==> src/hw/tex_consts.svh <==
`ifndef TEX_CONSTS_SVH
`define TEX_CONSTS_SVH

// texture side as a power of two, 3 to 5 supported
`define TEX_LOG_DIM 4
`define TEX_DIM (1 << `TEX_LOG_DIM)
`define TEX_NUM_WORDS (`TEX_DIM * `TEX_DIM)

// texel address is row then column
`define TEX_ADDR_BITS (2 * `TEX_LOG_DIM)

// fixed-point coordinate, integer part spans the texture side
`define TEX_FRAC_BITS 4
`define TEX_COORD_BITS (`TEX_LOG_DIM + `TEX_FRAC_BITS)

// texel format codes, code 3 unused
`define TEX_FMT_BITS 2
`define TEX_FMT_R5G6B5 0
`define TEX_FMT_R8G8B8 1
`define TEX_FMT_R8G8B8A8 2

// bilinear footprint and lane layout
`define TEX_NUM_TEXELS 4
`define TEX_NUM_CHANNELS 4
`define TEX_COLOR_BITS 8
`define TEX_LANE_BITS 16

`endif

==> src/hw/tex_pkg.sv <==
`include "tex_consts.svh"

package tex_pkg;

    // coordinate, integer bits above fraction bits
    typedef logic [`TEX_COORD_BITS-1:0] tex_coord_t;
    // integer part of a coordinate, wraps on overflow
    typedef logic [`TEX_LOG_DIM-1:0] tex_int_t;
    typedef logic [`TEX_FRAC_BITS-1:0] tex_frac_t;
    // blend weight, one bit wider to hold a full 1.0
    typedef logic [`TEX_FRAC_BITS:0] tex_weight_t;
    typedef logic [`TEX_ADDR_BITS-1:0] tex_addr_t;

    typedef logic [31:0] texel_raw_t;
    // one 8-bit channel value
    typedef logic [`TEX_COLOR_BITS-1:0] tex_chan_t;
    // channel in low byte, high byte kept zero
    typedef logic [`TEX_LANE_BITS-1:0] tex_lane_t;
    // lanes r, g, b, a from high to low
    typedef logic [`TEX_NUM_CHANNELS*`TEX_LANE_BITS-1:0] texel_exp_t;

    // bit 3 is r, bit 0 is a
    typedef logic [`TEX_NUM_CHANNELS-1:0] color_en_t;
    // r in the top byte
    typedef logic [`TEX_NUM_CHANNELS*`TEX_COLOR_BITS-1:0] rgba_t;

    typedef enum logic [`TEX_FMT_BITS-1:0] {
        fmt_r5g6b5   = `TEX_FMT_BITS'(`TEX_FMT_R5G6B5),
        fmt_r8g8b8   = `TEX_FMT_BITS'(`TEX_FMT_R8G8B8),
        fmt_r8g8b8a8 = `TEX_FMT_BITS'(`TEX_FMT_R8G8B8A8)
    } tex_format_e;

endpackage

==> src/hw/tex_stage_if.sv <==
`include "tex_consts.svh"

interface tex_stage_if
    import tex_pkg::*;
();

    // one-cycle strobe per request
    logic valid;
    tex_format_e fmt;

    // blend fractions of the footprint
    tex_frac_t frac_u;
    tex_frac_t frac_v;

    // footprint order (x,y) (x+1,y) (x,y+1) (x+1,y+1)
    tex_addr_t [`TEX_NUM_TEXELS-1:0] addr;

    // raw words from texture memory
    texel_raw_t [`TEX_NUM_TEXELS-1:0] raw;

    // expanded lanes and channel mask
    texel_exp_t [`TEX_NUM_TEXELS-1:0] texel;
    color_en_t color_en;

    // producing stage
    modport src (
        output valid,
        output fmt,
        output frac_u,
        output frac_v,
        output addr,
        output raw,
        output texel,
        output color_en
    );

    // consuming stage
    modport dst (
        input valid,
        input fmt,
        input frac_u,
        input frac_v,
        input addr,
        input raw,
        input texel,
        input color_en
    );

endinterface

==> src/hw/tex_format.sv <==
`include "tex_consts.svh"

module tex_format
    import tex_pkg::*;
(
    input  logic     clk,
    input  logic     rst_n,
    tex_stage_if.dst in,
    tex_stage_if.src out
);

    texel_exp_t [`TEX_NUM_TEXELS-1:0] texel_c;
    color_en_t color_en_c;

    // channel into low byte, high byte zero
    function automatic tex_lane_t lane(input tex_chan_t c);
        return {{(`TEX_LANE_BITS - `TEX_COLOR_BITS){1'b0}}, c};
    endfunction

    // zero-extend each channel of one raw word
    function automatic texel_exp_t expand(input texel_raw_t raw, input tex_format_e fmt);
        tex_chan_t r;
        tex_chan_t g;
        tex_chan_t b;
        tex_chan_t a;
        case (fmt)
            fmt_r5g6b5: begin
                r = tex_chan_t'(raw[15:11]);
                g = tex_chan_t'(raw[10:5]);
                b = tex_chan_t'(raw[4:0]);
                a = '0;
            end
            fmt_r8g8b8: begin
                r = raw[23:16];
                g = raw[15:8];
                b = raw[7:0];
                a = '0;
            end
            // r8g8b8a8, illegal code caught upstream
            default: begin
                r = raw[31:24];
                g = raw[23:16];
                b = raw[15:8];
                a = raw[7:0];
            end
        endcase
        return {lane(r), lane(g), lane(b), lane(a)};
    endfunction

    always_comb begin
        for (int i = 0; i < `TEX_NUM_TEXELS; i++) begin
            texel_c[i] = expand(in.raw[i], in.fmt);
        end
    end

    // alpha only present in the 32-bit format
    assign color_en_c = (in.fmt == fmt_r8g8b8a8) ? 4'b1111 : 4'b1110;

    // valid flag
    always_ff @(posedge clk or negedge rst_n) begin
        if (!rst_n) begin
            out.valid <= 1'b0;
        end else begin
            out.valid <= in.valid;
        end
    end

    // expanded texels plus forwarded payload
    always_ff @(posedge clk) begin
        out.texel    <= texel_c;
        out.color_en <= color_en_c;
        out.fmt      <= in.fmt;
        out.frac_u   <= in.frac_u;
        out.frac_v   <= in.frac_v;
        out.addr     <= in.addr;
        out.raw      <= in.raw;
    end

    // filter relies on empty high bytes for product headroom
    for (genvar i = 0; i < `TEX_NUM_TEXELS; i++) begin : g_texel
        for (genvar c = 0; c < `TEX_NUM_CHANNELS; c++) begin : g_lane
            a_lane_hi_zero: assert property (
                @(posedge clk) disable iff (!rst_n)
                out.valid |->
                    out.texel[i][c*`TEX_LANE_BITS + `TEX_COLOR_BITS +:
                                 (`TEX_LANE_BITS - `TEX_COLOR_BITS)] == '0
            );
        end
    end

endmodule

==> src/flat_wrapper.sv <==
// flat-port wrapper written by rule: the top's interface ports become plain ports
module tex_format_flat import tex_pkg::*;
  (clk, rst_n, in_valid, in_fmt, in_frac_u, in_frac_v, in_addr, in_raw, in_texel, in_color_en, out_valid, out_fmt, out_frac_u, out_frac_v, out_addr, out_raw, out_texel, out_color_en);
  tex_stage_if in_i ();
  tex_stage_if out_i ();
  input  logic clk;
  input  logic rst_n;
  input wire logic [$bits(in_i.valid)-1:0] in_valid;
  input wire logic [$bits(in_i.fmt)-1:0] in_fmt;
  input wire logic [$bits(in_i.frac_u)-1:0] in_frac_u;
  input wire logic [$bits(in_i.frac_v)-1:0] in_frac_v;
  input wire logic [$bits(in_i.addr)-1:0] in_addr;
  input wire logic [$bits(in_i.raw)-1:0] in_raw;
  input wire logic [$bits(in_i.texel)-1:0] in_texel;
  input wire logic [$bits(in_i.color_en)-1:0] in_color_en;
  output wire logic [$bits(out_i.valid)-1:0] out_valid;
  output wire logic [$bits(out_i.fmt)-1:0] out_fmt;
  output wire logic [$bits(out_i.frac_u)-1:0] out_frac_u;
  output wire logic [$bits(out_i.frac_v)-1:0] out_frac_v;
  output wire logic [$bits(out_i.addr)-1:0] out_addr;
  output wire logic [$bits(out_i.raw)-1:0] out_raw;
  output wire logic [$bits(out_i.texel)-1:0] out_texel;
  output wire logic [$bits(out_i.color_en)-1:0] out_color_en;
  assign in_i.valid = in_valid;
  assign in_i.fmt = in_fmt;
  assign in_i.frac_u = in_frac_u;
  assign in_i.frac_v = in_frac_v;
  assign in_i.addr = in_addr;
  assign in_i.raw = in_raw;
  assign in_i.texel = in_texel;
  assign in_i.color_en = in_color_en;
  assign out_valid = out_i.valid;
  assign out_fmt = out_i.fmt;
  assign out_frac_u = out_i.frac_u;
  assign out_frac_v = out_i.frac_v;
  assign out_addr = out_i.addr;
  assign out_raw = out_i.raw;
  assign out_texel = out_i.texel;
  assign out_color_en = out_i.color_en;
  tex_format u_core (.clk(clk), .rst_n(rst_n), .in(in_i), .out(out_i));
endmodule
==> config.mk <==
export PLATFORM = sky130hd
export DESIGN_NAME = tex_format_flat
export DESIGN_NICKNAME = d
export VERILOG_FILES = /design/src/hw/tex_pkg.sv /design/src/hw/tex_stage_if.sv /design/src/hw/tex_format.sv /design/src/flat_wrapper.sv
export VERILOG_INCLUDE_DIRS = /design/src /design/src/hw
export SDC_FILE = /design/constraint.sdc
export NUM_CORES = 1
export LEC_CHECK = 0
export BUFFER_PORTS_ARGS = -buffer_cell sky130_fd_sc_hd__buf_2
export CORE_AREA = 3 3 335 337
export DETAILED_ROUTE_END_ITERATION = 10
export DIE_AREA = 0 0 338 340
export PLACE_DENSITY = 0.38
export SETUP_SLACK_MARGIN = 0.3
export SLEW_MARGIN = 30
export SYNTH_ARGS = -nofsm -noshare
export SYNTH_HDL_FRONTEND = slang
export SYNTH_SLANG_ARGS = --single-unit
==> constraint.sdc <==
create_clock -name clk -period 0.8 [get_ports clk]
set_input_delay 0.16 -clock clk [delete_from_list [all_inputs] [get_ports clk]]
set_output_delay 0.16 -clock clk [all_outputs]
set_load 0.01 [all_outputs]
# Word level (Yosys, flattened, before mapping)
# Cells that the tools add are included.
[totals]
mem_count = 0
ramBits = 0
romBits = 0
latch_bits = 0
word_cells = 38
ff_bits = 303
[classes]
n_reduce_logical = 2
eq_ne = 2
n_lt_le_gt_ge = 0
n_mux = 13
bitwise_logic = 0
n_addsub = 0
div_mod_pow = 0
shift = 0
n_mul = 0
[op_table]
columns = ["op", "n"]
rows = [
  ["$pmux W8 S2", 12],
  ["$eq A2 B1 Y1 const B", 1],
  ["$eq A2 B2 Y1 const B", 1],
  ["$logic_not A2 Y1", 1],
  ["$reduce_or A2 Y1", 1],
  ["$mux W1", 1],
]

# Logic depth before layout (Yosys ltp)
[depth]
ltp_word = 2
mapped_depth = 5
mapped_depth_nobuf = 2

# Least setup slack after synthesis
# No wires, ideal clock.
[synth_timing]
path_type = "input to register"
start = "input port in_fmt[1]"
end = "register u_core.out.texel[18]"
slack_ps = -31
arrival_time_ps = 710
required_ps = 679
cell_stages = 3
cell_sequence = "buf_6 > buf_6 > mux2_2"
[synth_lines]
columns = ["element", "line_no", "text"]
rows = [
  ["start, declared", "flat_wrapper.sv:9", "input wire logic [$bits(in_i.fmt)-1:0] in_fmt;"],
  ["end signal, assigned", "tex_format.sv:70", "out.texel <= texel_c;"],
  ["end, declared", "tex_stage_if.sv:33", "output texel,"],
]

# Worst setup path in the final report
[layout_timing]
start = "register u_core.out.texel[211]"
end = "output port out_texel[211]"
[layout_lines]
columns = ["element", "line_no", "text"]
rows = [
  ["end, declared", "flat_wrapper.sv:22", "output wire logic [$bits(out_i.texel)-1:0] out_texel;"],
]
# No word-level cell between the ends.

==> impl_metrics.csv <==
group,metric,value,unit
clock_network,post_cts_buffers,0,
drt,drcViolationCount,0,
setup_path,path_cells,"buf_12",
timing,whs,-0.1227,ns
die,die_height,340,um
global_route,grt_pass1_wl,57.97,mm
finish,post-route-cell-area,17550,um2
global_route,grt_pass1_vias,7765,
global_route,grt-ovfl-total,0,
clock_network,h-tree-depth,2,
power_and_ir_drop,p_leak,7.882,nW
timing,fin_ws,-0.4337,ns
drt,num_vias,7487,
yosys,synthDistinctLibCells,17,
finish,nets,1871,
die,dieArea,114900,um2
power_and_ir_drop,clock_power_share,42.7,%
yosys,synthesis.area,8996,um2
clock_network,cts_buffers,37,
clock_network,numClockSinks,300,
timing,rsz0062_at_grt,"true",
drt,firstDrtPassIters,4,
finish,drive_gt1_share,58.10,%
die,die_x,338,um
setup_path,worst_path_max_delay_cell,"dfxtp_2",
yosys,synth.avg_cell_area,12.06,um2
timing,period_needed,1.234,ns
setup_path,path_buf_inv,1,
min_path,worstHoldStart,"in_raw[71]",
timing,clock.fmax,810.6,MHz
timing,drv_slew,0,
setup_path,crit_required,0.64,ns
yosys,synth_seq_cells,300,
setup_path,crit_arrival,1.07,ns
power_and_ir_drop,power_frac_comb,14.6,%
setup_path,cp_slowest_stage_delay,0.35,ns
setup_path,crit_family,"flip-flops",
job,cap_violations,0,
yosys,ys_seq_area_share,66.82,%
timing,tns,-104.53,ns
placed_design,pre_cts_slack,-0.3162,ns
finish,layout_common_cells,"buf_2 (255), buf_6 (206), dfxtp_2 (196)",
setup_path,end_kind,"primary output",
power_and_ir_drop,ir_drop,1.361,mV
power_and_ir_drop,p_int,28.73,mW
status,status,"finished with violations",
placed_design,dpl-instance-area,13050,um2
timing,fin_crit_sh,154.2,%
timing,timing.final.hold_violations,36,
global_route,grt_max_degree,36,
yosys,yosysWarningCount,0,
clock_network,clock_path_buffers,3,
power_and_ir_drop,power_frac_seq,42.6,%
placed_design,port_buffers,472,
placed_design,dp_cells,2713,
power_and_ir_drop,p_sw_share,25.79,%
finish,final_common_cell,"buf_2",
clock_network,tritoncts,"done",
setup_path,cp-start-kind,"flop",
yosys,syn-instance-count,746,
status,violations,"negative hold slack, negative setup slack",
drt,post_drt_wl_per_cell,15.58,um
setup_path,path_class,"reg -> out",
finish,ff_latch_area,6282,um2
setup_path,cp_max_fo,1,
global_route,grt.total_usage,7.296,%
placed_design,place_congestion,0.6848,
drt,drtIter0Drc,188,
setup_path,startpoint,"u_core.out.texel[211]$_DFF_P_",
clock_network,root_buffer,"clkbuf_16",
finish,syn_to_final_growth,95.12,%
drt,vias_per_cell,2.547,
clock_network,clk_pin_slew,0.06,ns
die,io_pins,864,
die,rows,121,
die,start_util,8.242,%
drt,antenna_left,0,
power_and_ir_drop,power_density,2206,nW/um2
drt,drt-total-wl,45.81,mm
timing,finalSetupViolations,305,
placed_design,dp.final_hpwl,35.14,mm
finish,n_fill_cell,12114,
global_route,antenna_found_initial,6,
finish,multiInputGateArea,2332,um2
power_and_ir_drop,power,38.71,mW
finish,stdcell_count,2940,
power_and_ir_drop,p_sw,9.984,mW
min_path,min_path_type,"in -> reg",
die,design.core.area,109200,um2
-- path summary, 6_finish.rpt --
check                                             end  cells past startpoint
max in group asynchronous  u_core.out.valid$_DFF_PN0_                      2
max                                    out_texel[211]                      1
min                        u_core.out.raw[71]$_DFF_P_                      1
min in group asynchronous  u_core.out.valid$_DFF_PN0_                      2
-- per-stage QoR --
step | hold slack (ns) | util [%]
global route | -0.1689 | 16.08
floorplan | -0.1356 | -
finish | -0.1227 | 16.08
detailed placement | -0.06305 | 11.96
global placement | -0.06399 | 11.96
CTS | -0.1529 | 15.28
-- synthesized netlist by cell type --
cell type	number	area share, %
buf_12	1	0.22
clkbuf_1	2	0.083
and2_1	32	2.2
mux2i_1	44	4.9
conb_1	2	0.083
buf_6	10	1.3
nor2b_1	1	0.070
mux2_2	20	2.5
dfxtp_1	299	67
o21ai_1	57	3.2
buf_2	10	0.56
o21ai_0	2	0.11
buf_8	2	0.33
o21ai_2	17	1.7
nand2_1	108	4.5
dfrtp_1	1	0.28
buf_4	138	12
-- final cells by class --
cell class,count,area share (%)
flip-flops and latches,300,35.79
clock inverters,15,0.9053
clock buffers,49,5.881
multi-input cells,412,13.29
repair buffers,687,33.60
well taps,1476,10.52
diodes,1,0.01426
-- layer usage --
layer,share of wire (%),GRT usage [%]
met4,2.6,2.416
met3,12,3.240
met5,0,0
met2,44,12.01
met1,41,8.388
-- power groups by stage --
stage / clock network, mW / logic (mW) / registers, mW
after floorplan: 0 / 1.67 / 17.0
after global placement: 0 / 4.28 / 16.5
after detailed placement: 0 / 4.26 / 16.5
after CTS: 17.3 / 5.36 / 16.4
after global routing: 17.8 / 6.11 / 16.6
final: 16.5 / 5.67 / 16.5
-- state kept, by name, summed over array words and instances (netlist names) --
register,count
u_core.out.frac_v,4
u_core.out.texel,128
u_core.out.addr,32
u_core.out.raw,128
u_core.out.fmt,2
u_core.out.valid,1
u_core.out.color_en,1
u_core.out.frac_u,4
-- cells by family after synthesis --
family	synth area share [%]
AO/OA/AOI/OAI	4.937
buffers and inverters	13.96
flip-flops	66.81
multiplexers	7.399
other	0.08348
AND/OR/NAND/NOR	6.801
-- repair_timing --
action	in CTS	in global routing
hold buffers	164	78
resized for setup	265	260
hold endpoints to repair	296	206
endpoints found under the setup margin	302	435
pin swaps	0	2
Note: power is estimated with default switching activity, not from simulation.
