## config.mk

```make
export PLATFORM = sky130hd
export DESIGN_NAME = tex_filter_flat
export DESIGN_NICKNAME = d
export VERILOG_FILES = /design/src/hw/tex_pkg.sv /design/src/hw/tex_stage_if.sv /design/src/hw/tex_filter.sv /design/src/flat_wrapper.sv
export VERILOG_INCLUDE_DIRS = /design/src /design/src/hw
export SDC_FILE = /design/constraint.sdc
export NUM_CORES = 2
export LEC_CHECK = 0
export BUFFER_PORTS_ARGS = -buffer_cell sky130_fd_sc_hd__buf_4
export CORE_MARGIN = 3
export CORE_UTILIZATION = 30
export DETAILED_ROUTE_END_ITERATION = 10
export SKIP_CTS_REPAIR_TIMING = 1
export SKIP_LAST_GASP = 1
export SLEW_MARGIN = 20
export SYNTH_ARGS = -nofsm -noshare
export SYNTH_HDL_FRONTEND = slang
export SYNTH_SLANG_ARGS = --single-unit
```

## constraint.sdc

```tcl
create_clock -name clk -period 0.8 [get_ports clk]
set_clock_uncertainty 0.05 [all_clocks]
set_input_delay 0.16 -clock clk [delete_from_list [all_inputs] [get_ports clk]]
set_output_delay 0.16 -clock clk [all_outputs]
set_load 0.05 [all_outputs]
```

## src/hw/tex_consts.svh

```systemverilog
`ifndef TEX_CONSTS_SVH
`define TEX_CONSTS_SVH

// texture side as a power of two, 3 to 5 supported
`define TEX_LOG_DIM 4
`define TEX_DIM (1 << `TEX_LOG_DIM)
`define TEX_NUM_WORDS (`TEX_DIM * `TEX_DIM)

// texel address is row then column
`define TEX_ADDR_BITS (2 * `TEX_LOG_DIM)

// fixed-point coordinate, integer part spans the texture side
`define TEX_FRAC_BITS 4
`define TEX_COORD_BITS (`TEX_LOG_DIM + `TEX_FRAC_BITS)

// texel format codes, code 3 unused
`define TEX_FMT_BITS 2
`define TEX_FMT_R5G6B5 0
`define TEX_FMT_R8G8B8 1
`define TEX_FMT_R8G8B8A8 2

// bilinear footprint and lane layout
`define TEX_NUM_TEXELS 4
`define TEX_NUM_CHANNELS 4
`define TEX_COLOR_BITS 8
`define TEX_LANE_BITS 16

`endif

```

## src/hw/tex_pkg.sv

```systemverilog
`include "tex_consts.svh"

package tex_pkg;

    // coordinate, integer bits above fraction bits
    typedef logic [`TEX_COORD_BITS-1:0] tex_coord_t;
    // integer part of a coordinate, wraps on overflow
    typedef logic [`TEX_LOG_DIM-1:0] tex_int_t;
    typedef logic [`TEX_FRAC_BITS-1:0] tex_frac_t;
    // blend weight, one bit wider to hold a full 1.0
    typedef logic [`TEX_FRAC_BITS:0] tex_weight_t;
    typedef logic [`TEX_ADDR_BITS-1:0] tex_addr_t;

    typedef logic [31:0] texel_raw_t;
    // one 8-bit channel value
    typedef logic [`TEX_COLOR_BITS-1:0] tex_chan_t;
    // channel in low byte, high byte kept zero
    typedef logic [`TEX_LANE_BITS-1:0] tex_lane_t;
    // lanes r, g, b, a from high to low
    typedef logic [`TEX_NUM_CHANNELS*`TEX_LANE_BITS-1:0] texel_exp_t;

    // bit 3 is r, bit 0 is a
    typedef logic [`TEX_NUM_CHANNELS-1:0] color_en_t;
    // r in the top byte
    typedef logic [`TEX_NUM_CHANNELS*`TEX_COLOR_BITS-1:0] rgba_t;

    typedef enum logic [`TEX_FMT_BITS-1:0] {
        fmt_r5g6b5   = `TEX_FMT_BITS'(`TEX_FMT_R5G6B5),
        fmt_r8g8b8   = `TEX_FMT_BITS'(`TEX_FMT_R8G8B8),
        fmt_r8g8b8a8 = `TEX_FMT_BITS'(`TEX_FMT_R8G8B8A8)
    } tex_format_e;

endpackage

```

## src/hw/tex_stage_if.sv

```systemverilog
`include "tex_consts.svh"

interface tex_stage_if
    import tex_pkg::*;
();

    // one-cycle strobe per request
    logic valid;
    tex_format_e fmt;

    // blend fractions of the footprint
    tex_frac_t frac_u;
    tex_frac_t frac_v;

    // footprint order (x,y) (x+1,y) (x,y+1) (x+1,y+1)
    tex_addr_t [`TEX_NUM_TEXELS-1:0] addr;

    // raw words from texture memory
    texel_raw_t [`TEX_NUM_TEXELS-1:0] raw;

    // expanded lanes and channel mask
    texel_exp_t [`TEX_NUM_TEXELS-1:0] texel;
    color_en_t color_en;

    // producing stage
    modport src (
        output valid,
        output fmt,
        output frac_u,
        output frac_v,
        output addr,
        output raw,
        output texel,
        output color_en
    );

    // consuming stage
    modport dst (
        input valid,
        input fmt,
        input frac_u,
        input frac_v,
        input addr,
        input raw,
        input texel,
        input color_en
    );

endinterface

```

## src/hw/tex_filter.sv

```systemverilog
`include "tex_consts.svh"

module tex_filter
    import tex_pkg::*;
(
    input  logic     clk,
    input  logic     rst_n,
    tex_stage_if.dst in,
    output logic     rsp_valid,
    output rgba_t    rsp_color
);

    // weights for left/right and top/bottom
    tex_weight_t wu0;
    tex_weight_t wu1;
    tex_weight_t wv0;
    tex_weight_t wv1;
    rgba_t color_c;

    // one minus fraction, fraction
    assign wu1 = {1'b0, in.frac_u};
    assign wv1 = {1'b0, in.frac_v};
    assign wu0 = {1'b1, {`TEX_FRAC_BITS{1'b0}}} - wu1;
    assign wv0 = {1'b1, {`TEX_FRAC_BITS{1'b0}}} - wv1;

    // two-tap lerp, shift drops the fraction bits
    function automatic tex_chan_t lerp(
        input tex_chan_t   a,
        input tex_chan_t   b,
        input tex_weight_t w0,
        input tex_weight_t w1
    );
        tex_lane_t acc;
        acc = tex_lane_t'(a) * tex_lane_t'(w0) + tex_lane_t'(b) * tex_lane_t'(w1);
        return acc[`TEX_FRAC_BITS +: `TEX_COLOR_BITS];
    endfunction

    // per channel, lane c of texel k is channel c
    always_comb begin
        for (int c = 0; c < `TEX_NUM_CHANNELS; c++) begin
            if (in.color_en[c]) begin
                // horizontal first, then vertical
                color_c[c*`TEX_COLOR_BITS +: `TEX_COLOR_BITS] = lerp(
                    lerp(in.texel[0][c*`TEX_LANE_BITS +: `TEX_COLOR_BITS],
                         in.texel[1][c*`TEX_LANE_BITS +: `TEX_COLOR_BITS], wu0, wu1),
                    lerp(in.texel[2][c*`TEX_LANE_BITS +: `TEX_COLOR_BITS],
                         in.texel[3][c*`TEX_LANE_BITS +: `TEX_COLOR_BITS], wu0, wu1),
                    wv0, wv1);
            end else begin
                // missing channel reads as full
                color_c[c*`TEX_COLOR_BITS +: `TEX_COLOR_BITS] = 8'hff;
            end
        end
    end

    // response strobe
    always_ff @(posedge clk or negedge rst_n) begin
        if (!rst_n) begin
            rsp_valid <= 1'b0;
        end else begin
            rsp_valid <= in.valid;
        end
    end

    // response colour
    always_ff @(posedge clk) begin
        rsp_color <= color_c;
    end

    // back-to-back responses need back-to-back beats from format stage
    a_rsp_follows_in: assert property (
        @(posedge clk) disable iff (!rst_n)
        (rsp_valid && $past(rsp_valid)) |-> $past(in.valid)
    );

endmodule

```

## src/flat_wrapper.sv

```systemverilog
// flat-port wrapper written by rule: the top's interface ports become plain ports
module tex_filter_flat import tex_pkg::*;
  (clk, rst_n, rsp_valid, rsp_color, in_valid, in_fmt, in_frac_u, in_frac_v, in_addr, in_raw, in_texel, in_color_en);
  tex_stage_if in_i ();
  input  logic clk;
  input  logic rst_n;
  output logic rsp_valid;
  output rgba_t rsp_color;
  input wire logic [$bits(in_i.valid)-1:0] in_valid;
  input wire logic [$bits(in_i.fmt)-1:0] in_fmt;
  input wire logic [$bits(in_i.frac_u)-1:0] in_frac_u;
  input wire logic [$bits(in_i.frac_v)-1:0] in_frac_v;
  input wire logic [$bits(in_i.addr)-1:0] in_addr;
  input wire logic [$bits(in_i.raw)-1:0] in_raw;
  input wire logic [$bits(in_i.texel)-1:0] in_texel;
  input wire logic [$bits(in_i.color_en)-1:0] in_color_en;
  assign in_i.valid = in_valid;
  assign in_i.fmt = in_fmt;
  assign in_i.frac_u = in_frac_u;
  assign in_i.frac_v = in_frac_v;
  assign in_i.addr = in_addr;
  assign in_i.raw = in_raw;
  assign in_i.texel = in_texel;
  assign in_i.color_en = in_color_en;
  tex_filter u_core (.clk(clk), .rst_n(rst_n), .in(in_i), .rsp_valid(rsp_valid), .rsp_color(rsp_color));
endmodule
```

* Word level (Yosys, flattened, before mapping)
Index checks and enable logic that the tools add are counted.
** Storage, ports and cells
- Output and inout bits :: 33
- Input bits :: 433
- Register bits after elaboration :: 33
** Cells by class
- Multiply operators :: 24
- Add/sub/neg operators :: 14
** Operator list (count)
- 12-bit adder :: 12
- 8-bit by 4-bit multiplier with 12-bit output :: 12
- 8-bit by 5-bit multiplier with 12-bit output :: 12
- 5-bit by 4-bit subtractor with 5-bit output (first input constant) :: 2

* Depth between registers and ports, before layout
- Word-level depth :: 5
- Gate-level depth with buffers :: 40
- Depth with buffers taken out :: 35

* Least setup slack after synthesis
OpenSTA, ideal clock, no wires.
- Kind :: input -> register
- Start point :: input port in_frac_u[0]
- End point :: register u_core.rsp_color[22]
- Slack :: -8.530 ns
- Arrival :: 9.153 ns
- Cell stages on the path :: 38
- Cells stage by stage :: buf_4 -> clkbuf_1 -> clkbuf_1 -> inv_1 -> ha_1 -> xnor2_1 -> clkbuf_1 -> nand2_1 -> fa_1 -> inv_1 -> fa_1 -> fa_1 -> inv_1 -> fa_1 -> inv_1 -> ha_1 -> and4_1 -> a221o_1 -> [... 2 more ...] -> a21oi_1 -> o21bai_1 -> xor2_1 -> nand2_1 -> fa_1 -> inv_1 -> fa_1 -> fa_1 -> inv_1 -> fa_1 -> inv_1 -> ha_1 -> or2_2 -> a21oi_1 -> a31oi_1 -> a31oi_1 -> xor2_1 -> nand2_1
** On the way
- Longest elaborated chain between the ends :: 5
- Elaborated cells on any way between the ends :: 10
- Those cells by class :: add/sub: 4; mul: 6
** RTL lines
- from (decl) :: RTL line flat_wrapper.sv:11 : input wire logic [$bits(in_i.frac_u)-1:0] in_frac_u;
- 5-bit by 4-bit subtractor with 5-bit output :: RTL line tex_filter.sv:23 : assign wu0 = {1'b1, {`TEX_FRAC_BITS{1'b0}}} - wu1;
- 8-bit by 5-bit multiplier with 12-bit output :: RTL line tex_filter.sv:34 : acc = tex_lane_t'(a) * tex_lane_t'(w0) + tex_lane_t'(b) * tex_lane_t'(w1);
- 12-bit adder :: RTL line tex_filter.sv:34
- 8-bit by 5-bit multiplier with 12-bit output / 8-bit by 4-bit multiplier with 12-bit output (equally long branches) :: RTL line tex_filter.sv:34
- 12-bit adder * :: RTL line tex_filter.sv:34
- to (signal assigned) :: RTL line tex_filter.sv:67 : rsp_color <= color_c;
- to (decl) :: RTL line tex_filter.sv:10 : output rgba_t rsp_color
Every way passes the cells marked *; elsewhere a longest branch is shown, timed or not.
A chain may end at the register's enable or synchronous reset.

* Worst setup path after layout
- Start point :: input port in_frac_u[0]
- End point :: register u_core.rsp_color[31]
The elaborated chain is that of the path after synthesis.

==> flow_summary.json <==
{
  "tritoncts": "yes",
  "final_common_cell": "inv_1",
  "wl_met1_um": 35100,
  "max_freq_mhz": 124,
  "clockBufferDepth": 2,
  "min_path_cells": 2,
  "totalNegativeSetupSlack_ns": -232.81,
  "cp_slowest_cell": "fa_1",
  "netlist_area_mm2": 0.0262,
  "start_kind": "input pin",
  "ys_seq_area_share_pct": 2.54,
  "timing.final.max_slew_violations": 0,
  "maxSlewHeadroom_pct": 61.9,
  "dieWidth_um": 301,
  "worst-slew-pin-transition_ns": 0.566,
  "synthArstFlopShare_pct": 3.03,
  "synth-adder-area-share_pct": 55.9,
  "cts_max_level": 2,
  "grt_util_all_layers_pct": 16.0,
  "fp.dieH_um": 301,
  "wirelength_um": 71600,
  "crit_path_frequent_cell": "fa_1",
  "synth_nets": 4324,
  "violations": "negative setup slack",
  "wl_per_cell_um": 15.0,
  "grt_max_degree": 33,
  "route.met2.wl_um": 31800,
  "cts_buffers": 5,
  "hold_end": "u_core.rsp_color[13]",
  "dieArea_mm2": 0.0908,
  "row_count": 107,
  "grt_pass1_wl_um": 116000,
  "nNetsFinal": 4901,
  "synthCells": 3061,
  "path_class": "input pin to flop",
  "finalCritPeriodShare_pct": 1010,
  "ant_nets": 0,
  "dp_hpwl_um": 63500,
  "ys_types": 62,
  "finalHoldViolCount": 0,
  "grt.overflow.total": 0,
  "worst_setup_path_end_kind": "flop",
  "synth.area.mux_share_pct": 0.0382,
  "vias": 20773,
  "core_mm2": 0.0858,
  "drt_pass1_iterations": 7,
  "synthFlopType": "dfxtp_1",
  "place_congestion": 0.858,
  "dpl_worst_slack_ns": -7.85,
  "ios": 466,
  "area.growth.synth_to_final_pct": 30.4,
  "final_cell_mix": "769 x inv_1, 593 x buf_4, 556 x fa_1, 455 x and2_1, 357 x nand2_1",
  "clock-root-buffer": "clkbuf_16",
  "top_layer": "met5",
  "setup-violations-final": 65,
  "drc": 0,
  "min_from": "in_color_en[1]",
  "hp-class": "input pin to flop",
  "synth_compound_area_share_pct": 3.67,
  "cp_max_fo": 6,
  "status": "finished with violations",
  "synth_xor_xnor_area_share_pct": 4.78,
  "clk_pin_slew_worst_paths_ns": 0.06,
  "syn_avg_cell_area_um2": 8.55,
  "drtIter0Drc": 875,
  "synth-simple-area-share_pct": 20.4,
  "slowest_delay_ns": 0.55,
  "port_buffers": 175,
  "yosys_warnings": 0,
  "critical_path_required_ns": 0.93,
  "antenna_found_initial": 13,
  "viasPerCell": 4.34,
  "drv_cap": 0,
  "drive_gt1_share_pct": 25.2,
  "dr_wl_met3_um": 3400,
  "synth_edf_count": 0,
  "start_util_pct": 30.5,
  "synth_top_family_by_area": "adder cells",
  "synth_seq_cells": 33,
  "timing.hold.ws_ns": 0.0358,
  "grt_pass1_vias": 21926,
  "critPathArrivalTime_ns": 8.23,
  "worst_slack_ns": -7.30,
  "clock_sinks": 33,
  "period_needed_ns": 8.10,
  "rsz0062_at_grt": "yes"
}
## metrics by stage
step / instances / utilization (%) / area [um2]
global route: 4784 / 39.8 / 34100
finish: 4788 / 39.8 / 34100
global placement: 4735 / 38.0 / 32600
detailed placement: 4735 / 38.0 / 32600
floorplan: 3061 / - / 26800
CTS: 4743 / 38.1 / 32700
## worst max-delay path by stage
| stage | start | slack [ns] | cells after the start | to |
|---|---|---|---|---|
| floorplan | in_frac_u[0] | -7.73 | 38 | u_core.rsp_color[22] |
| global placement | in_frac_u[0] | -7.74 | 35 | u_core.rsp_color[30] |
| global route | in_frac_u[0] | -7.71 | 37 | u_core.rsp_color[31] |
| finish | in_frac_u[0] | -7.30 | 36 | u_core.rsp_color[31] |
| CTS | in_frac_u[0] | -7.55 | 37 | u_core.rsp_color[23] |
| detailed placement | in_frac_u[0] | -7.85 | 35 | u_core.rsp_color[23] |
## area by class of cell
| class | count | area [um2] |
|---|---|---|
| well taps | 1144 | 1430 |
| inverters | 793 | 2980 |
| flip-flops and latches | 33 | 722 |
| clock buffers | 8 | 136 |
| repair buffers | 658 | 5430 |
| diodes | 5 | 12.5 |
| fillers | 8599 | 51700 |
| multi-input cells | 2147 | 23400 |
## synthesized netlist by cell type (all sizes together), types with 3 or more instances
library cell    n  share of area (%)
a211oi          4               0.11
a21o           16               0.46
a21oi          34               0.69
a31oi           8               0.19
and2          467                 11
and3            7               0.17
and4            6               0.20
buf             5               0.11
clkbuf         83                1.2
dfxtp          32                2.4
fa            564                 43
ha            266                 13
inv           793                 11
nand2         367                5.3
nand2b          3              0.072
nand3          17               0.33
nand4          17               0.43
nand4b          3               0.10
nor2           94                1.3
nor2b           6               0.14
nor3           22               0.42
nor3b           3               0.11
o211ai          6               0.17
o21a           13               0.37
o21ai          23               0.44
o21bai         10               0.33
o31a            5               0.17
o31ai           8               0.25
or2            10               0.24
or3             6               0.14
xnor2          94                3.2
xor2           43                1.4
## sequential cells by signal, indices dropped and copies added (netlist names)
register,flops
u_core.rsp_color,32
u_core.rsp_valid,1
## routing by layer
metal | vias up | track usage [%]
li1 | 10073 | -
met1 | 10272 | 23.6
met2 | 347 | 24.8
met3 | 69 | 2.41
met4 | 12 | 3.08
met5 | - | 0
## cell families (layout without fill, tap and decap cells)
group                    Yosys count  after routing
other                              0              5
flip-flops                        33             33
adder cells (fa/ha/maj)          830            830
AO/OA/AOI/OAI                    140            140
XOR/XNOR                         139            139
buffers and inverters            881           1459
AND/OR/NAND/NOR                 1037           1037
multiplexers                       1              1
## worst max-delay path: cells and delay by family
kind            cells  cell delay, ns
simple gates        5            0.74
xor+xnor            3            0.55
fa+ha+maj          11            4.64
compound gates      7            1.23
buf+inv            10            0.89
Power is not shown: default switching activity piles up to over one toggle a cycle in this logic, so the estimate is an artifact.
