File: src/hw/tex_consts.svh
`ifndef TEX_CONSTS_SVH
`define TEX_CONSTS_SVH

// texture side as a power of two, 3 to 5 supported
`define TEX_LOG_DIM 4
`define TEX_DIM (1 << `TEX_LOG_DIM)
`define TEX_NUM_WORDS (`TEX_DIM * `TEX_DIM)

// texel address is row then column
`define TEX_ADDR_BITS (2 * `TEX_LOG_DIM)

// fixed-point coordinate, integer part spans the texture side
`define TEX_FRAC_BITS 4
`define TEX_COORD_BITS (`TEX_LOG_DIM + `TEX_FRAC_BITS)

// texel format codes, code 3 unused
`define TEX_FMT_BITS 2
`define TEX_FMT_R5G6B5 0
`define TEX_FMT_R8G8B8 1
`define TEX_FMT_R8G8B8A8 2

// bilinear footprint and lane layout
`define TEX_NUM_TEXELS 4
`define TEX_NUM_CHANNELS 4
`define TEX_COLOR_BITS 8
`define TEX_LANE_BITS 16

`endif

File: src/hw/tex_pkg.sv
`include "tex_consts.svh"

package tex_pkg;

    // coordinate, integer bits above fraction bits
    typedef logic [`TEX_COORD_BITS-1:0] tex_coord_t;
    // integer part of a coordinate, wraps on overflow
    typedef logic [`TEX_LOG_DIM-1:0] tex_int_t;
    typedef logic [`TEX_FRAC_BITS-1:0] tex_frac_t;
    // blend weight, one bit wider to hold a full 1.0
    typedef logic [`TEX_FRAC_BITS:0] tex_weight_t;
    typedef logic [`TEX_ADDR_BITS-1:0] tex_addr_t;

    typedef logic [31:0] texel_raw_t;
    // one 8-bit channel value
    typedef logic [`TEX_COLOR_BITS-1:0] tex_chan_t;
    // channel in low byte, high byte kept zero
    typedef logic [`TEX_LANE_BITS-1:0] tex_lane_t;
    // lanes r, g, b, a from high to low
    typedef logic [`TEX_NUM_CHANNELS*`TEX_LANE_BITS-1:0] texel_exp_t;

    // bit 3 is r, bit 0 is a
    typedef logic [`TEX_NUM_CHANNELS-1:0] color_en_t;
    // r in the top byte
    typedef logic [`TEX_NUM_CHANNELS*`TEX_COLOR_BITS-1:0] rgba_t;

    typedef enum logic [`TEX_FMT_BITS-1:0] {
        fmt_r5g6b5   = `TEX_FMT_BITS'(`TEX_FMT_R5G6B5),
        fmt_r8g8b8   = `TEX_FMT_BITS'(`TEX_FMT_R8G8B8),
        fmt_r8g8b8a8 = `TEX_FMT_BITS'(`TEX_FMT_R8G8B8A8)
    } tex_format_e;

endpackage

File: src/hw/tex_stage_if.sv
`include "tex_consts.svh"

interface tex_stage_if
    import tex_pkg::*;
();

    // one-cycle strobe per request
    logic valid;
    tex_format_e fmt;

    // blend fractions of the footprint
    tex_frac_t frac_u;
    tex_frac_t frac_v;

    // footprint order (x,y) (x+1,y) (x,y+1) (x+1,y+1)
    tex_addr_t [`TEX_NUM_TEXELS-1:0] addr;

    // raw words from texture memory
    texel_raw_t [`TEX_NUM_TEXELS-1:0] raw;

    // expanded lanes and channel mask
    texel_exp_t [`TEX_NUM_TEXELS-1:0] texel;
    color_en_t color_en;

    // producing stage
    modport src (
        output valid,
        output fmt,
        output frac_u,
        output frac_v,
        output addr,
        output raw,
        output texel,
        output color_en
    );

    // consuming stage
    modport dst (
        input valid,
        input fmt,
        input frac_u,
        input frac_v,
        input addr,
        input raw,
        input texel,
        input color_en
    );

endinterface

File: src/hw/tex_addr.sv
`include "tex_consts.svh"

module tex_addr
    import tex_pkg::*;
(
    input  logic        clk,
    input  logic        rst_n,
    input  logic        req_valid,
    input  tex_coord_t  req_u,
    input  tex_coord_t  req_v,
    input  tex_format_e req_fmt,
    tex_stage_if.src    out
);

    // integer parts and their right and lower neighbours
    tex_int_t x0;
    tex_int_t x1;
    tex_int_t y0;
    tex_int_t y1;
    tex_frac_t fu;
    tex_frac_t fv;

    // split coordinate at the binary point
    assign x0 = req_u[`TEX_COORD_BITS-1:`TEX_FRAC_BITS];
    assign y0 = req_v[`TEX_COORD_BITS-1:`TEX_FRAC_BITS];
    assign fu = req_u[`TEX_FRAC_BITS-1:0];
    assign fv = req_v[`TEX_FRAC_BITS-1:0];

    // width of tex_int_t gives wrap modulo side
    assign x1 = x0 + 1'b1;
    assign y1 = y0 + 1'b1;

    // valid flag
    always_ff @(posedge clk or negedge rst_n) begin
        if (!rst_n) begin
            out.valid <= 1'b0;
        end else begin
            out.valid <= req_valid;
        end
    end

    // payload, address is row then column
    always_ff @(posedge clk) begin
        out.fmt     <= req_fmt;
        out.frac_u  <= fu;
        out.frac_v  <= fv;
        out.addr[0] <= {y0, x0};
        out.addr[1] <= {y0, x1};
        out.addr[2] <= {y1, x0};
        out.addr[3] <= {y1, x1};
    end

    // nothing upstream for later fields
    assign out.raw      = '0;
    assign out.texel    = '0;
    assign out.color_en = '0;

    // format code 3 has no expansion rule downstream
    a_fmt_legal: assert property (
        @(posedge clk) disable iff (!rst_n)
        req_valid |-> req_fmt inside {fmt_r5g6b5, fmt_r8g8b8, fmt_r8g8b8a8}
    );

endmodule

File: src/flat_wrapper.sv
// flat-port wrapper written by rule: the top's interface ports become plain ports
module tex_addr_flat import tex_pkg::*;
  (clk, rst_n, req_valid, req_u, req_v, req_fmt, out_valid, out_fmt, out_frac_u, out_frac_v, out_addr, out_raw, out_texel, out_color_en);
  tex_stage_if out_i ();
  input  logic clk;
  input  logic rst_n;
  input  logic req_valid;
  input  tex_coord_t req_u;
  input  tex_coord_t req_v;
  input  tex_format_e req_fmt;
  output wire logic [$bits(out_i.valid)-1:0] out_valid;
  output wire logic [$bits(out_i.fmt)-1:0] out_fmt;
  output wire logic [$bits(out_i.frac_u)-1:0] out_frac_u;
  output wire logic [$bits(out_i.frac_v)-1:0] out_frac_v;
  output wire logic [$bits(out_i.addr)-1:0] out_addr;
  output wire logic [$bits(out_i.raw)-1:0] out_raw;
  output wire logic [$bits(out_i.texel)-1:0] out_texel;
  output wire logic [$bits(out_i.color_en)-1:0] out_color_en;
  assign out_valid = out_i.valid;
  assign out_fmt = out_i.fmt;
  assign out_frac_u = out_i.frac_u;
  assign out_frac_v = out_i.frac_v;
  assign out_addr = out_i.addr;
  assign out_raw = out_i.raw;
  assign out_texel = out_i.texel;
  assign out_color_en = out_i.color_en;
  tex_addr u_core (.clk(clk), .rst_n(rst_n), .req_valid(req_valid), .req_u(req_u), .req_v(req_v), .req_fmt(req_fmt), .out(out_i));
endmodule
File: config.mk
export PLATFORM = sky130hd
export DESIGN_NAME = tex_addr_flat
export DESIGN_NICKNAME = d
export VERILOG_FILES = /design/src/hw/tex_pkg.sv /design/src/hw/tex_stage_if.sv /design/src/hw/tex_addr.sv /design/src/flat_wrapper.sv
export VERILOG_INCLUDE_DIRS = /design/src /design/src/hw
export SDC_FILE = /design/constraint.sdc
export NUM_CORES = 1
export LEC_CHECK = 0
export BUFFER_PORTS_ARGS = -buffer_cell sky130_fd_sc_hd__buf_4
export CORE_AREA = 5 5 173 175
export CTS_BUF_LIST = sky130_fd_sc_hd__clkbuf_4 sky130_fd_sc_hd__clkbuf_8 sky130_fd_sc_hd__clkbuf_16
export CTS_CLUSTER_DIAMETER = 200
export DETAILED_ROUTE_END_ITERATION = 7
export DIE_AREA = 0 0 178 180
export HOLD_SLACK_MARGIN = 0.15
export MAX_ROUTING_LAYER = met4
export SLEW_MARGIN = 5
export SYNTH_ARGS = -nofsm -noshare
export SYNTH_HDL_FRONTEND = slang
export SYNTH_SLANG_ARGS = --single-unit
File: constraint.sdc
create_clock -name clk -period 0.8 [get_ports clk]
set_input_delay 0.12 -clock clk [delete_from_list [all_inputs] [get_ports clk]]
set_output_delay 0.12 -clock clk [all_outputs]
set_load 0.005 [all_outputs]
Yosys cells after proc, flatten, opt, wreduce, memory -nomap -nowiden
Cells that the tools add are included.
{"block": "word_totals", "ff_bits": 43, "latchBits": 0, "ram_bits": 0, "rom_bits": 0, "inputBits": 21, "out_inout_bits": 431, "word_cells": 10, "memories": 0}
{"block": "classes", "addsub": 2, "mul": 0, "div": 0, "order_cmp": 0, "eq_ne": 0, "shifts": 0, "muxes": 0, "bitwise_logic": 0, "n_reduce_logical": 0}
{"operator": "4-bit by 1-bit adder with 4-bit output, second input constant", "n": 2}

Logic depth before layout (Yosys ltp)
Gate-level depths: netlist (run 1).
{"block": "depth", "word_depth": 1, "mapped_depth": 2, "depth_no_buf": 2}

Worst setup path before layout (run 1)
Ideal clock, no wire load.
{"block": "synth_path", "path_kind": "input-to-reg", "start": "input req_u[4]", "end": "register u_core.out.addr[26]", "setup_ps": 117, "t_arrival_ps": 448, "path_slack_ps": 235, "cell_stages": 2, "path_cell_list": "ha_1 -> xor2_1"}
{"block": "synth_between", "elab_chain_len": 1}
{"element": "from (decl)", "line": "flat_wrapper.sv:8", "rtl": "input tex_coord_t req_u;"}
{"element": "4-bit by 1-bit adder with 4-bit output", "line": "tex_addr.sv:30", "rtl": "assign x1 = x0 + 1'b1;"}
{"element": "via u_core.x1[2]", "line": "tex_addr.sv:17", "rtl": "tex_int_t x1;"}
{"element": "to (decl)", "line": "tex_stage_if.sv:31", "rtl": "output addr,"}
The timed path passes the listed nets, and every way through them passes these cells.

Worst setup path after layout (run 1)
{"block": "layout_path", "start": "register u_core.out.valid", "end": "output out_valid"}
{"element": "from (decl)", "line": "tex_stage_if.sv:27", "rtl": "output valid,"}
{"element": "from (signal assigned)", "line": "tex_addr.sv:38", "rtl": "out.valid <= req_valid;"}
{"element": "to (decl)", "line": "flat_wrapper.sv:11", "rtl": "output wire logic [$bits(out_i.valid)-1:0] out_valid;"}
No word-level cell between the ends.

==> flow_metrics.tcl, run 1 <==
set metrics [dict create \
    grt_use_met1 0.0172 \
    drt_iter0_markers 10 \
    root_buffer "clkbuf_16" \
    area_growth_pct -4.23 \
    initial_utilization 0.130 \
    yosysTopAreaCell "buf_4" \
    start_kind "flip-flop" \
    ys_async_sr_fraction 0.0370 \
    cap_violations 0 \
    grt_pass1_vias 1399 \
    violations "negative hold slack, negative setup slack" \
    rows 62 \
    worstHoldEndpoint "u_core.out.addr[17]" \
    synth_cells 442 \
    hold_ws_ns -0.0149 \
    synth_flop_cell "dfxtp_1" \
    post_cts_buffers 0 \
    outcome "complete, but fails checks" \
    yosysWarnings 0 \
    grt_start_max_net_pins 16 \
    rsz0062_at_grt "true" \
    critPathRequiredTime_ns 0.68 \
    crit_fanout 1 \
    gp_congestion 0.855 \
    clock_sinks 27 \
    worstHoldStart "req_u[5]" \
    worstHoldPathCells 1 \
    synth_area_per_cell_um2 8.30 \
    drt-total-wl_um 6700 \
    cp_data_arrival_time_ns 0.77 \
    tns_ns -1.53 \
    grt.overflow.total 0 \
    chipHeight_um 180 \
    ir_worst_vdd_uv 1400 \
    dieArea_um2 32000 \
    vias 1610 \
    synth_area_um2 3670 \
    grt_pass1_wl_um 8240 \
    synthDistinctLibCells 9 \
    diodes 0 \
    final_nets 534 \
    critPathKind "flip-flop to output port" \
    critPathMaxStageDelay_ns 0.38 \
    synth-seq-cells 27 \
    placed_cell_area_um2 3040 \
    io_pins 452 \
    slowest_stage "dfrtp_1" \
    synth.top_cell.area_share 0.826 \
    port_buffers 63 \
    ant_nets 0 \
    dp_hpwl_um 6060 \
    synth_most_common_cell "buf_4" \
    p_total_mw 3.68 \
    end_kind "output port" \
    met2_usage 0.0822 \
    finalSetupViolCount 44 \
    track_usage 0.0343 \
    hp-class "primary input to flip-flop" \
    cp_num_buf_inv 1 \
    period_share 1.11 \
    clockBufferDepth 2 \
    drive_gt1_frac 0.188 \
    powerDensity_nw_per_um2 1050 \
    routedWlPerCell_um 7.50 \
    power_leakage_nw 2.01 \
    core_um2 28300 \
    drcViolationCount 0 \
    grt.busiest_layer "met2" \
    final-hold-violation-count 4 \
    first_pass_iters 4 \
    synth_common_cells "buf_4 (404), dfxtp_1 (26)" \
    path_clk_slew_ns 0.06 \
    cts_made_buffers 3 \
    worst-path-stages 1 \
    fmax_mhz 1120 \
    finalCriticalPeriod_ns 0.891 \
    die_w_um 178 \
    crit_family "flip-flops" \
    ys_seq_area_frac 0.149 \
    synth.area.top_cells "buf_4 (83%), dfxtp_1 (14%), dfrtp_1 (0.68%)" \
    via_per_inst 1.80 \
    cp_cell_sequence "buf_6" \
    gr-usage-met3 0.00903 \
    antenna_found_initial 0 \
    synth_enable_flop_cells 0 \
    setup_ws_ns -0.0907 \
    cts_max_level 1 \
    drv_slew 0 \
    num-fill-cells 3193 \
    cts_tree "built" \
    post-route-cell-area_um2 3510 \
    place_ws_ns 0.0722 \
]
## layer usage
| layer | up-vias | routed length, um |
|---|---|---|
| li1 | 671 | - |
| met1 | 689 | 1080 |
| met2 | 245 | 4180 |
| met3 | 5 | 1340 |
| met4 | 0 | 107 |
| met5 | - | 0 |
## sequential cells by signal (all words and copies together), names as in the netlist
| name | cells |
|---|---|
| u_core.out.frac_v | 4 |
| u_core.out.addr | 16 |
| u_core.out.frac_u | 4 |
| u_core.out.fmt | 2 |
| u_core.out.valid | 1 |
## stage by stage
step,cells,hold WS (ns),util
6_report,894,-0.0149,0.124
5_1_grt,894,-0.0256,0.124
4_1_cts,894,-0.0242,0.123
3_5_place_dp,872,-0.101,0.107
3_3_place_gp,872,-0.104,0.107
2_1_floorplan,829,-0.176,-
## timing repair
| item | in CTS | in global routing |
|---|---|---|
| hold buffers | 18 | 2 |
| endpoints found under the setup margin | 43 | 46 |
| endpoints found under the hold margin | 28 | 10 |
| gates cloned | 0 | 0 |
| resized for setup | 67 | 7 |
## kinds of logic after synthesis
| group | count (synthesis) | share of synthesized area |
|---|---|---|
| other | 1 | 0.00102 |
| adder cells (fa/ha/maj) | 2 | 0.00682 |
| AND/OR/NAND/NOR | 2 | 0.00546 |
| flip-flops | 27 | 0.149 |
| buffers and inverters | 406 | 0.829 |
| XOR/XNOR | 4 | 0.00955 |
## power by group
group	leakage, nW	switching [mW]	internal, mW
combinational	1.74	0.639	0.387
clock	0.0409	0.450	0.675
sequential	0.233	0.0810	1.45
## final cells by class
type | instances | area (um^2) | area share
repair buffers | 81 | 815 | 0.232
clock inverters | 1 | 5.00 | 0.00142
well taps | 384 | 480 | 0.137
flip-flops and latches | 27 | 588 | 0.167
multi-input cells | 396 | 1540 | 0.439
clock buffers | 3 | 75.1 | 0.0214
inverters | 2 | 7.51 | 0.00214
## how the worst max path moves through the flow
stage	start	slack (ns)	to
detailed placement	req_u[4]	0.07	u_core.out.addr[26]
floorplan	req_u[4]	0.23	u_core.out.addr[26]
global route	u_core.out.valid	-0.12	out_valid
global placement	req_u[4]	0.09	u_core.out.addr[26]
CTS	u_core.out.valid	-0.11	out_valid
finish	u_core.out.valid	-0.09	out_valid
## cell usage in the layout (no fill, tap or decap)
master / instances
buf_4: 20
xor2_1: 2
buf_6: 43
inv_1: 2
dfxtp_4: 4
dfxtp_2: 22
conb_1: 388
ha_1: 2
nand3_2: 2
dlygate4sd3_1: 18
xnor2_2: 1
xnor2_1: 1
clkinv_2: 1
clkbuf_16: 3
dfrtp_1: 1
(Power assumes the default switching activity.)
==> run 2, diff against run 1 <==
--- a/config.mk
+++ b/config.mk
@@ -14,6 +14,7 @@
 export DIE_AREA = 0 0 178 180
 export HOLD_SLACK_MARGIN = 0.15
 export MAX_ROUTING_LAYER = met4
+export SETUP_SLACK_MARGIN = 0.1
 export SLEW_MARGIN = 5
 export SYNTH_ARGS = -nofsm -noshare
 export SYNTH_HDL_FRONTEND = slang
==> constraint.sdc (replaced) <==
create_clock -name clk -period 0.8 [get_ports clk]
set_input_delay 0 -clock clk [delete_from_list [all_inputs] [get_ports clk]]
set_output_delay 0 -clock clk [all_outputs]
set_load 0.005 [all_outputs]
==> run 2 against run 1 <==
The run ends with negative hold slack left. Non-clock buffer count did not move. Setup slack improved by 0.12 ns. Fmax rose by 15%. Combinational power barely moved. Final cell count did not move. Largest power group unchanged.
==> flow_metrics.tcl, run 2 (synthesized netlist as in run 1, its figures left out) <==
set metrics [dict create \
    outcome "complete, but fails checks" \
    violations "negative hold slack" \
    slowest_stage "dfrtp_1" \
    finalSetupViolCount 0 \
    io_pins 452 \
    root_buffer "clkbuf_16" \
    ir_worst_vdd_uv 1480 \
    cap_violations 0 \
    largest_register_ffs 16 \
    period_share 0.969 \
    drt_iter0_markers 21 \
    stdcell_count 894 \
    critPathRequiredTime_ns 0.80 \
    rows 62 \
    dieArea_um2 32000 \
    die_w_um 178 \
    routedWlPerCell_um 7.68 \
    cts_made_buffers 3 \
    drive_gt1_frac 0.186 \
    dp_hpwl_um 6060 \
    core_um2 28300 \
    rsz0062_at_grt "true" \
    powerDensity_nw_per_um2 1060 \
    grt.overflow.total 0 \
    finalCriticalPeriod_ns 0.775 \
    num-fill-cells 3210 \
    cp_num_buf_inv 1 \
    grt_start_max_net_pins 16 \
    final-hold-violation-count 8 \
    hold_ws_ns -0.136 \
    critPathKind "flip-flop to output port" \
    ant_nets 0 \
    cts_max_level 1 \
    diodes 0 \
    utilization 0.124 \
    post_cts_buffers 0 \
    p_total_mw 3.70 \
    end_kind "output port" \
    drt-total-wl_um 6860 \
    track_usage 0.0358 \
    drcViolationCount 0 \
    grt_pass1_vias 1408 \
    cp_data_arrival_time_ns 0.78 \
    via_per_inst 1.83 \
    fmax_mhz 1290 \
    hp-class "primary input to flip-flop" \
    cp_cell_sequence "buf_6" \
    tns_ns 0 \
    crit_family "flip-flops" \
    layout_commonest_cell "conb_1" \
    top_regs "u_core.out.addr (16), u_core.out.frac_u (4), u_core.out.frac_v (4)" \
    grt_pass1_wl_um 8530 \
    gp_congestion 0.855 \
    multi_input_area_um2 1540 \
    power_leakage_nw 2.01 \
    path_clk_slew_ns 0.07 \
    drv_slew 0 \
    first_pass_iters 4 \
    critPathMaxStageDelay_ns 0.38 \
    final_nets 534 \
    regArea_um2 591 \
    port_buffers 63 \
    crit_fanout 1 \
    area_growth_pct -4.36 \
    chipHeight_um 180 \
    start_kind "flip-flop" \
    layout_common_cells "conb_1 (388), buf_6 (43), dfxtp_2 (21)" \
    clockBufferDepth 2 \
    antenna_found_initial 0 \
    clock_sinks 27 \
    vias 1633 \
    regMostFlops "u_core.out.addr" \
    dp_cells 872 \
    initial_utilization 0.130 \
    cts_tree "built" \
]
==> run 2: timing repair <==
item                       in CTS  in global routing
resized for setup              59                 15
hold endpoints to repair       28                 12
setup endpoints to repair      38                 45
hold buffers                   18                  1
==> run 2: cell type report <==
type	instances	share of cell area
inverters	2	0.00214
multi-input cells	396	0.438
flip-flops and latches	27	0.168
well taps	384	0.137
clock buffers	3	0.0214
clock inverters	1	0.00143
repair buffers	81	0.232
==> run 2: through the flow <==
step	worst slack, ns	instance area, um^2	hold slack [ns]
2_1_floorplan	0.355	5120	-0.296
3_3_place_gp	0.207	3040	-0.224
3_5_place_dp	0.192	3040	-0.222
4_1_cts	0.00729	3470	-0.145
5_1_grt	-0.00569	3510	-0.151
6_report	0.0250	3510	-0.136
==> run 2: path summary, 6_finish.rpt <==
check                      cells past startpoint  slack [ns]             start                   to
max in group asynchronous                      3        0.14             rst_n     u_core.out.valid
worst max-delay path                           1        0.02  u_core.out.valid            out_valid
worst min-delay path                           1       -0.14          req_u[5]  u_core.out.addr[17]
min in group asynchronous                      3        0.56             rst_n     u_core.out.valid
==> run 2: report_power, final <==
group	switching (mW)	internal, mW
logic	0.641	0.384
clock network	0.476	0.676
registers	0.0815	1.44
total	1.20	2.51
==> run 2: routing by layer <==
layer	vias to the layer above	global-route usage	part of all wire
li1	670	-	-
met1	697	0.0200	0.17
met2	253	0.0785	0.59
met3	13	0.00861	0.20
met4	0	0.0278	0.047
met5	-	-	0
==> run 3, diff against run 2 <==
--- a/config.mk
+++ b/config.mk
@@ -7,14 +7,15 @@
 export NUM_CORES = 1
 export LEC_CHECK = 0
 export BUFFER_PORTS_ARGS = -buffer_cell sky130_fd_sc_hd__buf_4
-export CORE_AREA = 5 5 173 175
+export CORE_AREA = 2 2 175 177
 export CTS_BUF_LIST = sky130_fd_sc_hd__clkbuf_4 sky130_fd_sc_hd__clkbuf_8 sky130_fd_sc_hd__clkbuf_16
 export CTS_CLUSTER_DIAMETER = 200
 export DETAILED_ROUTE_END_ITERATION = 7
-export DIE_AREA = 0 0 178 180
+export DIE_AREA = 0 0 177 179
 export HOLD_SLACK_MARGIN = 0.15
 export MAX_ROUTING_LAYER = met4
-export SETUP_SLACK_MARGIN = 0.1
+export PLACE_DENSITY_LB_ADDON = 0.25
+export SETUP_SLACK_MARGIN = 0.02
 export SLEW_MARGIN = 5
 export SYNTH_ARGS = -nofsm -noshare
 export SYNTH_HDL_FRONTEND = slang
==> run 3 against run 2 <==
The flow still finishes with violations (negative hold slack). Global-route usage down 1.8 points. Utilization fell by 1.3 points. Die area down 1.1%.
==> flow_metrics.tcl, run 3 (synthesized netlist as in run 1, its figures left out) <==
set metrics [dict create \
    outcome "complete, but fails checks" \
    violations "negative hold slack" \
    gp_congestion 0.655 \
    rows 64 \
    placed_cell_area_um2 3060 \
    tns_ns 0 \
    largest_register_ffs 16 \
    start_kind "flip-flop" \
    period_share 0.941 \
    cap_violations 0 \
    final_nets 535 \
    chipHeight_um 179 \
    post-route-cell-area_um2 3340 \
    dieArea_um2 31700 \
    grt_start_max_net_pins 15 \
    antenna_found_initial 0 \
    grt.overflow.total 0 \
    drv_slew 0 \
    drive_gt1_frac 0.141 \
    ant_nets 0 \
    layout_common_cells "conb_1 (388), buf_4 (63), dfxtp_1 (23)" \
    path_clk_slew_ns 0.06 \
    powerDensity_nw_per_um2 1050 \
    final-hold-violation-count 6 \
    hp-class "primary input to flip-flop" \
    cts_hold_buf 19 \
    area_growth_pct -9.07 \
    port_buffers 63 \
    vias 1586 \
    critPathMaxStageDelay_ns 0.36 \
    layout_commonest_cell "conb_1" \
    drt_iter0_markers 1 \
    cp_data_arrival_time_ns 0.75 \
    grt_pass1_wl_um 4140 \
    grt_pass1_vias 817 \
    finalCriticalPeriod_ns 0.753 \
    track_usage 0.0180 \
    critPathKind "flip-flop to output port" \
    initial_utilization 0.122 \
    end_kind "output port" \
    rsz0062_at_grt "false" \
    finalSetupViolCount 0 \
    power_leakage_nw 1.96 \
    ir_worst_vdd_uv 1300 \
    crit_family "flip-flops" \
    fmax_mhz 1330 \
    drcViolationCount 0 \
    cp_num_buf_inv 1 \
    crit_fanout 2 \
    regMostFlops "u_core.out.addr" \
    cts_tree "built" \
    diodes 0 \
    slowest_stage "dfxtp_4" \
    routedWlPerCell_um 4.63 \
    dp_hpwl_um 3860 \
    cts_made_buffers 3 \
    post_cts_buffers 0 \
    critPathRequiredTime_ns 0.80 \
    io_pins 452 \
    drt-total-wl_um 4200 \
    top_regs "u_core.out.addr (16), u_core.out.frac_u (4), u_core.out.frac_v (4)" \
    clock_sinks 27 \
    hold_ws_ns -0.129 \
    via_per_inst 1.75 \
    cp_cell_sequence "buf_4" \
    cts_max_level 1 \
    die_w_um 177 \
    core_um2 30000 \
    root_buffer "clkbuf_16" \
    first_pass_iters 2 \
    clockBufferDepth 2 \
]
==> run 3: cell count changes in the layout (fill, tap and decap cells not counted) <==
cell / change
buf_4: +43
dfxtp_1: +23
dfxtp_4: -4
buf_6: -43
dfxtp_2: -19
clkbuf_4: +1
clkinv_2: -1
dlygate4sd3_1: +1
==> run 3: routing by layer <==
| layer | track usage | vias up | wire length, um |
|---|---|---|---|
| met3 | 0.00848 | 2 | 956 |
| li1 | - | 673 | - |
| met1 | 0.0157 | 669 | 981 |
| met5 | - | - | 0 |
| met4 | 0.00930 | 0 | 30 |
| met2 | 0.0323 | 242 | 2230 |
==> run 3: final timing paths <==
check | end | startpoint | depth (start not counted)
min in group asynchronous | u_core.out.valid | rst_n | 3
hold / removal | u_core.out.addr[17] | req_u[5] | 1
setup / recovery | out_addr[11] | u_core.out.addr[27] | 1
max in group asynchronous | u_core.out.valid | rst_n | 3
==> run 3: what timing repair did <==
| item | 4_1_cts | 5_1_grt |
|---|---|---|
| endpoints found under the setup margin | 4 | 2 |
| resized for setup | 2 | 2 |
| hold endpoints to repair | 28 | 10 |
==> run 3: cell type report <==
type,instances,area (um^2)
clock buffers,4,82.6
well taps,396,495
multi-input cells,396,1540
fillers,3450,26700
repair buffers,82,663
flip-flops and latches,27,552
inverters,2,7.51
==> run 3: per-stage QoR <==
step                power [mW]  hold WS, ns  utilization  setup WS [ns]  cells
floorplan                 3.39       -0.296            -          0.355    829
global placement          2.28       -0.224        0.102          0.191    884
detailed placement        2.28       -0.223        0.102          0.189    884
CTS                       3.52       -0.134        0.111         0.0162    907
global route              3.80       -0.134        0.111         0.0210    907
finish                    3.52       -0.129        0.111         0.0473    907
==> run 3: power breakdown <==
group / total [mW] / leakage, nW / switching, mW / internal, mW
registers: 1.48 / 0.231 / 0.0472 / 1.44
logic: 0.876 / 1.69 / 0.574 / 0.302
clock network: 1.16 / 0.0416 / 0.443 / 0.715
